### src/rtl/acc_pkg.sv
////////////////////////////////////////
// accumulator package
// ring modulus, widths, branch count and the
// coefficient and digit types shared by the
// decomposition and key-multiply pipeline
////////////////////////////////////////

package acc_pkg;

    ////////////////////////////////////////
    // ring parameters
    ////////////////////////////////////////

    localparam int unsigned coeff_width = 14;     // holds any value below the modulus
    localparam int unsigned modulus     = 12289;  // every coefficient and key is below this

    ////////////////////////////////////////
    // decomposition parameters
    ////////////////////////////////////////

    // base 16 digits, balanced so each digit lies in -8 .. 7
    localparam int unsigned digit_bits       = 4;
    localparam int unsigned num_branches     = 4;  // four digits cover 16 bits of range
    localparam int unsigned branch_idx_width = 2;

    // digits, products and sum are each one register stage
    localparam int unsigned pipe_latency = 3;

    ////////////////////////////////////////
    // types
    ////////////////////////////////////////

    // unsigned ring coefficient, also used for key words
    typedef logic [coeff_width-1:0] coeff_t;

    typedef logic signed [digit_bits-1:0] digit_t;

    // branch 0 sits in the least significant slot
    typedef digit_t [num_branches-1:0] digit_vec_t;

endpackage

### src/rtl/digit_decompose.sv
////////////////////////////////////////
// digit decompose
// splits an input coefficient into balanced
// signed base-16 digits, one per branch, and
// owns the input stream handshake
////////////////////////////////////////

`timescale 1ns/1ns

module digit_decompose (
    input  logic                   clk,
    input  logic                   reset,
    input  logic                   advance,   // whole pipeline moves this cycle
    input  logic                   in_valid,
    output logic                   in_ready,
    input  acc_pkg::coeff_t        in_coeff,
    output acc_pkg::digit_vec_t    digits,
    output logic                   s1_valid
);

    acc_pkg::digit_vec_t next_digits;

    // accepting a coefficient is only possible while the pipeline moves
    assign in_ready = advance;

    ////////////////////////////////////////
    // balanced base-16 decomposition
    ////////////////////////////////////////

    // the remainder never goes negative, since a negative digit only adds to it
    always_comb begin : decompose_chain
        logic signed [acc_pkg::coeff_width+1:0] rem;
        logic signed [acc_pkg::coeff_width+1:0] digit_ext;

        rem = {2'b00, in_coeff};
        for (int b = 0; b < acc_pkg::num_branches; b++) begin
            // low nibble read as signed is exactly the balanced digit
            next_digits[b] = acc_pkg::digit_t'(rem[acc_pkg::digit_bits-1:0]);
            digit_ext      = {{(acc_pkg::coeff_width + 2 - acc_pkg::digit_bits)
                                  {next_digits[b][acc_pkg::digit_bits-1]}},
                              next_digits[b]};
            rem            = (rem - digit_ext) >>> acc_pkg::digit_bits;  // exact division by 16
        end
    end

    ////////////////////////////////////////
    // stage one registers
    ////////////////////////////////////////

    always_ff @(posedge clk or posedge reset) begin
        if (reset) begin
            s1_valid <= 1'b0;
        end else if (advance) begin
            s1_valid <= in_valid;  // ready equals advance, so valid here means accepted
        end
    end

    // digit payload just follows the pipeline
    always_ff @(posedge clk) begin
        if (advance) begin
            digits <= next_digits;
        end
    end

    ////////////////////////////////////////
    // checks
    ////////////////////////////////////////

    // an offered coefficient must be held until the pipeline takes it
    in_hold_check: assert property (
        @(posedge clk) disable iff (reset)
        (in_valid && !in_ready) |=> (in_valid && $stable(in_coeff))
    ) else $error("input coefficient changed or valid dropped before acceptance");

endmodule

### src/rtl/branch_key_mult.sv
////////////////////////////////////////
// branch key multiply
// one decomposition lane: holds its key word and
// registers digit times key modulo the ring modulus
////////////////////////////////////////

`timescale 1ns/1ns

module branch_key_mult #(
    parameter int lane_index = 0  // which key slot and digit this lane owns
) (
    input  logic                                     clk,
    input  logic                                     reset,
    input  logic                                     advance,
    input  logic                                     key_load,
    input  logic [acc_pkg::branch_idx_width-1:0]     key_branch,
    input  acc_pkg::coeff_t                          key_value,
    input  acc_pkg::digit_t                          digit,
    input  logic                                     digit_valid,
    output acc_pkg::coeff_t                          product,
    output logic                                     product_valid
);

    acc_pkg::coeff_t                                      key_word;
    logic [acc_pkg::digit_bits-1:0]                       magnitude;
    logic [acc_pkg::coeff_width+acc_pkg::digit_bits-1:0]  raw_product;
    acc_pkg::coeff_t                                      reduced;
    acc_pkg::coeff_t                                      next_product;
    logic                                                 digit_negative;

    ////////////////////////////////////////
    // key slot
    ////////////////////////////////////////

    // keys change only with nothing in flight, so no interlock with advance
    always_ff @(posedge clk) begin
        if (key_load && (int'(key_branch) == lane_index)) begin
            key_word <= key_value;
        end
    end

    ////////////////////////////////////////
    // signed modular multiply
    ////////////////////////////////////////

    assign digit_negative = digit[acc_pkg::digit_bits-1];

    // -8 negates to itself in 4 bits, which is still 8 read unsigned
    assign magnitude   = digit_negative ? -digit : digit;
    assign raw_product = magnitude * key_word;  // at most 8 * 12288, fits 18 bits
    assign reduced     = acc_pkg::coeff_t'(raw_product % acc_pkg::modulus);

    // negate in the ring, keeping zero as zero
    always_comb begin
        if (digit_negative && (reduced != '0)) begin
            next_product = acc_pkg::coeff_t'(acc_pkg::modulus) - reduced;
        end else begin
            next_product = reduced;
        end
    end

    ////////////////////////////////////////
    // stage two registers
    ////////////////////////////////////////

    always_ff @(posedge clk or posedge reset) begin
        if (reset) begin
            product_valid <= 1'b0;
        end else if (advance) begin
            product_valid <= digit_valid;
        end
    end

    always_ff @(posedge clk) begin
        if (advance) begin
            product <= next_product;
        end
    end

    // a key loaded out of range would break the adder tree downstream
    product_range_check: assert property (
        @(posedge clk) disable iff (reset)
        product_valid |-> (product < acc_pkg::modulus)
    ) else $error("lane %0d product 0x%h not below modulus", lane_index, product);

endmodule

### src/rtl/branch_sum.sv
////////////////////////////////////////
// branch sum
// adds the branch products modulo the ring
// modulus and owns the output stream handshake
////////////////////////////////////////

`timescale 1ns/1ns

module branch_sum (
    input  logic                                        clk,
    input  logic                                        reset,
    input  logic                                        advance,
    input  acc_pkg::coeff_t [acc_pkg::num_branches-1:0] products,
    input  logic                                        products_valid,
    output logic                                        out_valid,
    input  logic                                        out_ready,
    output acc_pkg::coeff_t                             out_coeff
);

    acc_pkg::coeff_t total;

    // both operands are below the modulus, so one subtraction is enough
    function automatic acc_pkg::coeff_t mod_add(input acc_pkg::coeff_t a,
                                                input acc_pkg::coeff_t b);
        logic [acc_pkg::coeff_width:0] sum;

        sum = {1'b0, a} + {1'b0, b};
        if (sum >= acc_pkg::modulus) begin
            sum = sum - (acc_pkg::coeff_width + 1)'(acc_pkg::modulus);
        end
        return acc_pkg::coeff_t'(sum);
    endfunction

    ////////////////////////////////////////
    // pairwise adder tree
    ////////////////////////////////////////

    always_comb begin : adder_tree
        acc_pkg::coeff_t level [acc_pkg::num_branches];

        for (int i = 0; i < acc_pkg::num_branches; i++) begin
            level[i] = products[i];
        end
        // each pass folds neighbours step apart, leaving the sum in slot 0
        for (int step = 1; step < acc_pkg::num_branches; step = step * 2) begin
            for (int i = 0; i + step < acc_pkg::num_branches; i = i + 2 * step) begin
                level[i] = mod_add(level[i], level[i+step]);
            end
        end
        total = level[0];
    end

    ////////////////////////////////////////
    // output register
    ////////////////////////////////////////

    always_ff @(posedge clk or posedge reset) begin
        if (reset) begin
            out_valid <= 1'b0;
        end else if (advance) begin
            out_valid <= products_valid;
        end
    end

    always_ff @(posedge clk) begin
        if (advance) begin
            out_coeff <= total;  // advance is low while a result waits, so it holds
        end
    end

    out_hold_check: assert property (
        @(posedge clk) disable iff (reset)
        (out_valid && !out_ready) |=> (out_valid && $stable(out_coeff))
    ) else $error("output result changed while stalled");

endmodule

### src/rtl/key_accumulate_top.sv
////////////////////////////////////////
// key accumulate top
// decompose, per-branch key multiply and modular
// sum as a three stage streaming pipeline
////////////////////////////////////////

`timescale 1ns/1ns

module key_accumulate_top (
    input  logic                                 clk,
    input  logic                                 reset,
    // coefficient input stream
    input  logic                                 in_valid,
    output logic                                 in_ready,
    input  acc_pkg::coeff_t                      in_coeff,
    // key load port
    input  logic                                 key_load,
    input  logic [acc_pkg::branch_idx_width-1:0] key_branch,
    input  acc_pkg::coeff_t                      key_value,
    // result output stream
    output logic                                 out_valid,
    input  logic                                 out_ready,
    output acc_pkg::coeff_t                      out_coeff
);

    logic                                        advance;
    acc_pkg::digit_vec_t                         digits;
    logic                                        s1_valid;
    acc_pkg::coeff_t [acc_pkg::num_branches-1:0] products;
    logic [acc_pkg::num_branches-1:0]            lane_valid;
    logic                                        s2_valid;

    // shared stall, every stage moves or holds together
    assign advance  = !out_valid || out_ready;
    assign s2_valid = lane_valid[0];  // lanes move in lockstep

    ////////////////////////////////////////
    // stage one
    ////////////////////////////////////////

    digit_decompose digit_decompose_inst (
        .clk      (clk),
        .reset    (reset),
        .advance  (advance),
        .in_valid (in_valid),
        .in_ready (in_ready),
        .in_coeff (in_coeff),
        .digits   (digits),
        .s1_valid (s1_valid)
    );

    ////////////////////////////////////////
    // stage two, one lane per branch
    ////////////////////////////////////////

    for (genvar g = 0; g < acc_pkg::num_branches; g++) begin : gen_lane
        branch_key_mult #(
            .lane_index (g)
        ) branch_key_mult_inst (
            .clk           (clk),
            .reset         (reset),
            .advance       (advance),
            .key_load      (key_load),
            .key_branch    (key_branch),
            .key_value     (key_value),
            .digit         (digits[g]),
            .digit_valid   (s1_valid),
            .product       (products[g]),
            .product_valid (lane_valid[g])
        );
    end

    ////////////////////////////////////////
    // stage three
    ////////////////////////////////////////

    branch_sum branch_sum_inst (
        .clk            (clk),
        .reset          (reset),
        .advance        (advance),
        .products       (products),
        .products_valid (s2_valid),
        .out_valid      (out_valid),
        .out_ready      (out_ready),
        .out_coeff      (out_coeff)
    );

endmodule

### config.mk
export PLATFORM = sky130hd
export DESIGN_NAME = key_accumulate_top
export DESIGN_NICKNAME = d
export VERILOG_FILES = /design/src/rtl/acc_pkg.sv /design/src/rtl/digit_decompose.sv /design/src/rtl/branch_key_mult.sv /design/src/rtl/branch_sum.sv /design/src/rtl/key_accumulate_top.sv
export SDC_FILE = /design/constraint.sdc
export NUM_CORES = 1
export LEC_CHECK = 0
export ABC_AREA = 1
export BUFFER_PORTS_ARGS = -buffer_cell sky130_fd_sc_hd__buf_2
export CORE_MARGIN = 3
export CORE_UTILIZATION = 60
export CTS_CLUSTER_DIAMETER = 120
export DETAILED_ROUTE_END_ITERATION = 8
export PLACE_DENSITY_LB_ADDON = 0.1
export SLEW_MARGIN = 20
export SYNTH_ARGS = -nofsm -noshare
export SYNTH_HDL_FRONTEND = slang
export SYNTH_SLANG_ARGS = --single-unit
### constraint.sdc
create_clock -name clk -period 28 [get_ports clk]
set_clock_uncertainty 0.05 [all_clocks]
set_input_delay 4.2 -clock clk [delete_from_list [all_inputs] [get_ports clk]]
set_output_delay 4.2 -clock clk [all_outputs]
set_load 0.005 [all_outputs]
## After elaboration in Yosys (flattened, before gate mapping)

Cells that the tools add are included.

| cells by class | value |
|---|---|
| div/mod/pow operators | 4 |
| reductions and logical operators | 15 |
| add/sub/neg operators | 17 |
| multiplexer cells | 11 |
| eq/ne operators | 3 |
| order comparisons | 3 |
| multipliers | 4 |

Operators with widths:

| kind | number |
|---|---|
| $mod 18x14->32 const B | 4 |
| $mux 14 | 7 |
| $mul 4x14->18 | 4 |
| $reduce_bool 14->1 | 4 |
| $sub 14x14->14 const A | 4 |
| $add 14x14->15 | 3 |
| $ge 15x14->1 const B | 3 |
| $sub 14x14->14 const B | 3 |
| $mux 4 | 4 |
| $neg 4->4 | 4 |
| $sub 15x4->16 | 1 |
| $sub 12x4->12 | 1 |
| $logic_and 1x1->1 | 8 |
| $sub 8x4->8 | 1 |
| $eq 2x2->1 const B | 2 |
| $eq 2x1->1 const B | 1 |
| $logic_not 2->1 | 1 |
| $logic_not 1->1 | 1 |
| $logic_or 1x1->1 | 1 |

| word-level totals | value |
|---|---|
| output and inout bits | 16 |
| flip-flop bits (word level) | 145 |

## Depth between registers and ports, before layout

Gate-level depths: netlist (run 1).

| depth | value |
|---|---|
| depth in word-level cells | 7 |
| gate-level depth with buffers | 78 |
| gate-level depth less buffers | 73 |

## Modules after synthesis

A second synthesis (run 1) with hierarchy kept.

| unflattened totals | value |
|---|---|
| cells, all modules | 5779 |
| area, all modules | 33651.0 um^2 |

By module, submodules not included:

| module | area each (um^2) | cells each | times used | sequential area each (um^2) |
|---|---|---|---|---|
| branch_key_mult (gen_lane[1].branch_key_mult_inst ...) | 6759.0 | 1161 | 2 | 865.8 |
| branch_key_mult (gen_lane[3].branch_key_mult_inst) | 6757.7 | 1160 | 1 | 865.8 |
| branch_key_mult (gen_lane[0].branch_key_mult_inst) | 6495.0 | 1116 | 1 | 865.8 |
| branch_sum | 5222.5 | 970 | 1 | 445.4 |
| digit_decompose | 1650.3 | 209 | 1 | 505.5 |
| key_accumulate_top | 7.5 | 2 | 1 | 0.0 |

## Worst setup path after synthesis (run 1)

OpenSTA, ideal clock, no wires.

| path | value |
|---|---|
| path kind | input to output |
| from | input out_ready |
| to | output in_ready |
| cell stages on the path | 2 |
| data required time | 23.750 ns |
| setup slack | 17.610 ns |
| arrival time | 6.140 ns |
| cell sequence | inv_1 > nand2_1 |

| between the ends | value |
|---|---|
| cells in the longest elaborated chain, start to end | 1 |

Ends and longest elaborated chain:

| what | RTL line | source |
|---|---|---|
| start, declared | key_accumulate_top.sv:22 | `input logic out_ready,` |
| $logic_or 1x1->1 | key_accumulate_top.sv:34 | `assign advance = !out_valid \|\| out_ready;` |
| end, declared | key_accumulate_top.sv:14 | `output logic in_ready,` |

No other way between the ends.

## Worst setup path after layout (run 1)

| path | value |
|---|---|
| from | register digit_decompose_inst.digits[4] in the netlist's numbering |
| to | register gen_lane[1].branch_key_mult_inst.product[13], data pin |

| between the ends | value |
|---|---|
| cells in the longest elaborated chain, start to end | 7 |
| elaborated cells on any way between the ends | 8 |
| those cells by class | add/sub: 2; mul: 1; div: 1; mux: 2; reduce/logical: 2 |

Ends and longest elaborated chain:

| what | RTL line | source |
|---|---|---|
| start, declared | digit_decompose.sv:17 | `output acc_pkg::digit_vec_t digits,` |
| start signal, assigned | digit_decompose.sv:61 | `digits <= next_digits;` |
| $neg 4->4 | branch_key_mult.sv:49 | `assign magnitude = digit_negative ? -digit : digit;` |
| $mux 4 (*) | branch_key_mult.sv:49 |  |
| $mul 4x14->18 (*) | branch_key_mult.sv:50 | `assign raw_product = magnitude * key_word;` |
| $mod 18x14->32 (*) | branch_key_mult.sv:51 | `assign reduced = acc_pkg::coeff_t'(raw_product % acc_pkg::modulus);` |
| parallel branches: the longest is 2 deep, another holds $sub 14x14->14 | - |  |
| $mux 14 (*) | branch_key_mult.sv:55 | `if (digit_negative && (reduced != '0)) begin` |
| named net gen_lane[1].branch_key_mult_inst.next_product[13] | branch_key_mult.sv:28 | `acc_pkg::coeff_t next_product;` |
| end signal, assigned | branch_key_mult.sv:76 | `product <= next_product;` |
| end, declared | branch_key_mult.sv:20 | `output acc_pkg::coeff_t product,` |

Mark *: on every way through the listed nets, which the timed path passes.
A chain may end at the register's enable or synchronous reset.

==> metrics, run 1 <==
Core Util, Final=0.634; slew margin rel.=0.286; drc violations=0; Hold Path Cell Cnt=2; CTS tree=done; Placed Area=32,100 um^2; via density per instance=5.22; max_cap viols=0; clock root cell=clkbuf_16; layout net count=5,531; final antenna-violating net count=0; Die ar.=55,300 um^2; Syn Inst Count=5,207; count leader, synth=nand2_1; Most common cell on crit path=nand2_1; dpl hpwl=64.6 mm; Yosys cell types=64; Syn Area/Cell=6.05 um^2; Initial DRC Count=2,027; Main synth FF type=edfxtp_1; fraction of layout cells with a size suffix above 1=0.111; max incr delay on CP=690 ps; Die Span Y=235 um; first-pass detailed-route iteration total=6; initial cell density of the core=0.611; Min-Delay Endpoint=branch_sum_inst.out_valid; GPL Wtd Cong=0.935; Critical Path Fanout Max=20; Final period util=0.401; total negative slack=0 ps; number of flops mapped to enable cells by yosys=142; Synth Warn #=0; total track usage=0.270; CP Capture Type=register; largest cells by area after synthesis=nand2_1, edfxtp_1, inv_1, nand3_1, ha_1; ant diodes=0; clock sinks=145; Final min period=11,220 ps; Yosys top cell area share=0.191; RSZ-0062 raised after global routing=no; status=finished clean; cts bufs inserted=17; largest net degree at the start of global routing=59; area leader, netlist=nand2_1; worst slew pin tran=1060 ps; Yosys reg bits=145; global-route wire length before repair=129 mm; syn_nets=5,525; routed length per instance=13.0 um; max-slew violation count=0; clock-pin slew on the worst setup and hold paths=70 ps; area of the core=51,600 um^2; vias in the first global route=27.7k; I/O pin total=51; Core Rows=83; Final setup viols=0; Worst Setup Path Type=reg -> reg; Final Hold Fails=0; Reg2Reg Depth=59; IO buf count=50; RR Endpoint=gen_lane[1].branch_key_mult_inst.product[13]; antenna violations before repair=0; Synth top cells by count=nand2_1, inv_1, nor2_1; DIE WIDTH=235 um; crit path DAT=11,370 ps; hold_sp=gen_lane[0].branch_key_mult_inst.product_valid; Async SR Flop Fraction=0.0207; final instance area=32,700 um^2; Worst R2R Setup Slack=16,780 ps; vias=30.8k; postcts setup bufs=0; H-tree level count=4; CP max stage cell=edfxtp_1; Seq/Total Area, Yosys=0.138; Worst Path Required=28,150 ps; CTS Hold Bufs=0; Hold Path Class=reg -> reg; synthesized area=31,500 um^2; Worst setup SP type=register; Max Fclk=89.2 MHz; clk buf depth=2; worst skew pair latency=450 ps; worst r2r src=digit_decompose_inst.digits[4]; WL final=76.9 mm; P&R area growth vs syn=3.76%; gr ovfl total=0; post_cts resized=0
## worst max-delay path by stage
stage	from	end	slack, ps	cells past startpoint
6_report	digit_decompose_inst.digits[4]	gen_lane[1].branch_key_mult_inst.product[13]	16780	59
2_1_floorplan	out_ready	in_ready	17610	2
5_1_grt	digit_decompose_inst.digits[4]	gen_lane[1].branch_key_mult_inst.product[13]	15760	59
3_5_place_dp	digit_decompose_inst.digits[4]	gen_lane[1].branch_key_mult_inst.product[13]	16970	61
4_1_cts	digit_decompose_inst.digits[4]	gen_lane[1].branch_key_mult_inst.product[13]	16920	61
3_3_place_gp	digit_decompose_inst.digits[4]	gen_lane[1].branch_key_mult_inst.product[13]	16980	61
## layout make-up
cell class	count	area (um^2)
Fill cell	5037	18900
Multi-Input combinational cell	3996	22900
Tap cell	680	851
Clock buffer	21	450
Sequential cell	145	4340
Inverter	1001	3770
Clock inverter	11	109
Timing Repair Buffer	52	265
## registers in the layout, indices dropped and copies added, names as in the netlist
name and count:
gen_lane.branch_key_mult_inst.product_valid 1, digit_decompose_inst.s1_valid 1, branch_sum_inst.out_coeff 14, gen_lane.branch_key_mult_inst.key_word 56, digit_decompose_inst.digits 16, gen_lane.branch_key_mult_inst.product 56, branch_sum_inst.out_valid 1
## cells in the final DEF (no fill, tap or decap), types with 57 or more instances in the layout
| cell type | instances |
|---|---|
| a21oi_1 | 94 |
| edfxtp_1 | 142 |
| fa_1 | 99 |
| ha_1 | 184 |
| inv_1 | 948 |
| nand2_1 | 1600 |
| nand2_2 | 180 |
| nand2_4 | 57 |
| nand3_1 | 505 |
| nand4_1 | 122 |
| nor2_1 | 540 |
| nor2_2 | 74 |
| o21ai_0 | 69 |
| xor2_1 | 182 |
## stage by stage
step,worst slack [ps],cells,hold WS (ps)
3_3_place_gp,16980,5874,381
5_1_grt,15760,5906,449
3_5_place_dp,16970,5874,391
2_1_floorplan,17610,5207,370
4_1_cts,16920,5906,409
6_report,16780,5906,403
## critical path, delay by kind of cell (launching register included)
family,cells,cell delay (ps)
XOR/XNOR,1,280
AO/OA/AOI/OAI,1,120
buffers and inverters,8,1160
flip-flops,1,690
adder cells (fa/ha/maj),6,2330
AND/OR/NAND/NOR,43,6310
## per-layer routing
metal  global-route usage  up-vias  share of wire
met1                0.380    13800           0.47
li1                     -    16200              -
met2                0.444      735           0.45
met3               0.0385      103          0.056
met5                    0        -              0
met4               0.0566        0          0.018
## kinds of logic after synthesis
group,count (synthesis),synth area share
AND/OR/NAND/NOR,3254,0.482
buffers and inverters,1066,0.136
adder cells (fa/ha/maj),283,0.136
AO/OA/AOI/OAI,240,0.0464
XOR/XNOR,218,0.0615
flip-flops,145,0.138
multiplexers,1,0.000357
Power of run 1 is not shown: default switching activity piles up to over one toggle a cycle in this logic, so the estimate is an artifact.
==> run 2: changes to the inputs <==
==> constraint.sdc (replaced) <==
create_clock -name clk -period 9.32 [get_ports clk]
set_clock_uncertainty 0.05 [all_clocks]
set_input_delay 1.398 -clock clk [delete_from_list [all_inputs] [get_ports clk]]
set_output_delay 1.398 -clock clk [all_outputs]
set_load 0.005 [all_outputs]
==> metrics, run 2 (same netlist as run 1, synthesis figures left out) <==
status=finished clean; GPL Wtd Cong=0.960; Worst Setup Path Type=reg -> reg; most common cell after layout, fill and taps aside=nand2_1; Fillers=4,412; Core Rows=83; CTS Hold Bufs=0; Final period util=0.958; first-pass detailed-route iteration total=6; I/O pin total=51; DIE WIDTH=235 um; Final setup viols=0; Critical Path Fanout Max=9; fraction of layout cells with a size suffix above 1=0.236; layout net count=5,842; via density per instance=5.29; Core Util, Final=0.723; area occupied by multi-input gates=25,000 um^2; Post-Place Cells=6,015; Die ar.=55,300 um^2; routed length per instance=13.5 um; dpl hpwl=65.7 mm; largest net degree at the start of global routing=59; FF+latch area=4340 um^2; clk buf depth=2; max-slew violation count=0; Hold Path Class=reg -> reg; cts bufs inserted=17; max_cap viols=0; Worst setup SP type=register; max incr delay on CP=400 ps; vias in the first global route=29.4k; P&R area growth vs syn=18.4%; total track usage=0.280; total negative slack=0 ps; IO buf count=50; Die Span Y=235 um; antenna violations before repair=0; CTS tree=done; WL final=84.2 mm; initial cell density of the core=0.611; Top Registers=gen_lane.branch_key_mult_inst.key_word (56), gen_lane.branch_key_mult_inst.product (56), digit_decompose_inst.digits (16); vias=32.9k; fin cells=6,217; H-tree level count=4; clock root cell=clkbuf_16; area of the core=51,600 um^2; clock sinks=145; worst slew pin tran=1040 ps; final antenna-violating net count=0; Most common cell on crit path=nand2_2; slew margin rel.=0.304; gr ovfl total=0; Initial DRC Count=2,420; worst skew pair latency=450 ps; Worst Path Required=9470 ps; Final min period=8920 ps; RSZ-0062 raised after global routing=yes; drc violations=0; CP Capture Type=register; clock-pin slew on the worst setup and hold paths=60 ps; Max Fclk=112 MHz; crit path DAT=9070 ps; global-route wire length before repair=134 mm; most frequent cells in the layout=nand2_1, inv_1, nand3_1; CP max stage cell=edfxtp_1; Final Hold Fails=0
[run 2: cell types whose count changed in the layout (fill, tap and decap cells not counted), sizes merged, moves of 3 or more]
| cell | previous run | this run |
|---|---|---|
| buf | 52 | 348 |
| nand2 | 1838 | 1847 |
| clkinvlp | 3 | 10 |
| bufinv | 1 | 5 |
| inv | 994 | 990 |
| clkbuf | 21 | 18 |
[run 2: path summary, 6_finish.rpt]
kind                                                                 from                                      endpoint  slack [ps]  cells after the start
min in group asynchronous                                           reset                 digit_decompose_inst.s1_valid         750                      2
min                        gen_lane[0].branch_key_mult_inst.product_valid                     branch_sum_inst.out_valid         400                      2
min reg2reg                gen_lane[0].branch_key_mult_inst.product_valid                     branch_sum_inst.out_valid         400                      2
max reg2reg                                digit_decompose_inst.digits[8]  gen_lane[2].branch_key_mult_inst.product[13]         400                     65
max                                        digit_decompose_inst.digits[8]  gen_lane[2].branch_key_mult_inst.product[13]         400                     65
max in group asynchronous                                           reset                     branch_sum_inst.out_valid        8340                      2
[run 2: per-layer routing]
| metal | vias to the layer above | part of all wire | global-route usage |
|---|---|---|---|
| li1 | 16800 | - | - |
| met1 | 15100 | 0.45 | 0.381 |
| met2 | 861 | 0.48 | 0.476 |
| met3 | 127 | 0.056 | 0.0373 |
| met4 | 0 | 0.019 | 0.0619 |
| met5 | - | 0 | 0 |
[run 2: per-stage QoR]
step	area, um^2	hold slack [ps]	worst slack, ps
after floorplan	31500	370	-7.71
after global placement	33200	381	30.1
after detailed placement	33200	389	-182
after CTS	34000	406	-24.8
after global routing	37300	424	-248
final	37300	401	396
[run 2: worst max-delay path, delay by kind of cell (launching register included)]
family,cells,cell delay [ps]
compound gates,4,840
xor+xnor,1,180
fa+ha+maj,7,1680
buf+inv,11,1220
flops,1,400
simple gates,42,4310
[run 2: what timing repair did]
action                     in CTS  in global routing
cloned                          0                 15
resized for setup              17                557
pin swaps                       4                156
setup endpoints to repair      30                 54
buffers inserted               14                141
[run 2: area by class of cell]
type / instances / share of cell area
clock buffers: 18 / 0.0115
diodes: 1 / 0.0000671
repair buffers: 348 / 0.0703
multi-input cells: 4007 / 0.671
inverters: 1001 / 0.102
flip-flops and latches: 145 / 0.116
clock inverters: 13 / 0.00560
well taps: 680 / 0.0228
repair inverters: 4 / 0.000738
Power of run 2 is left out for the same reason.
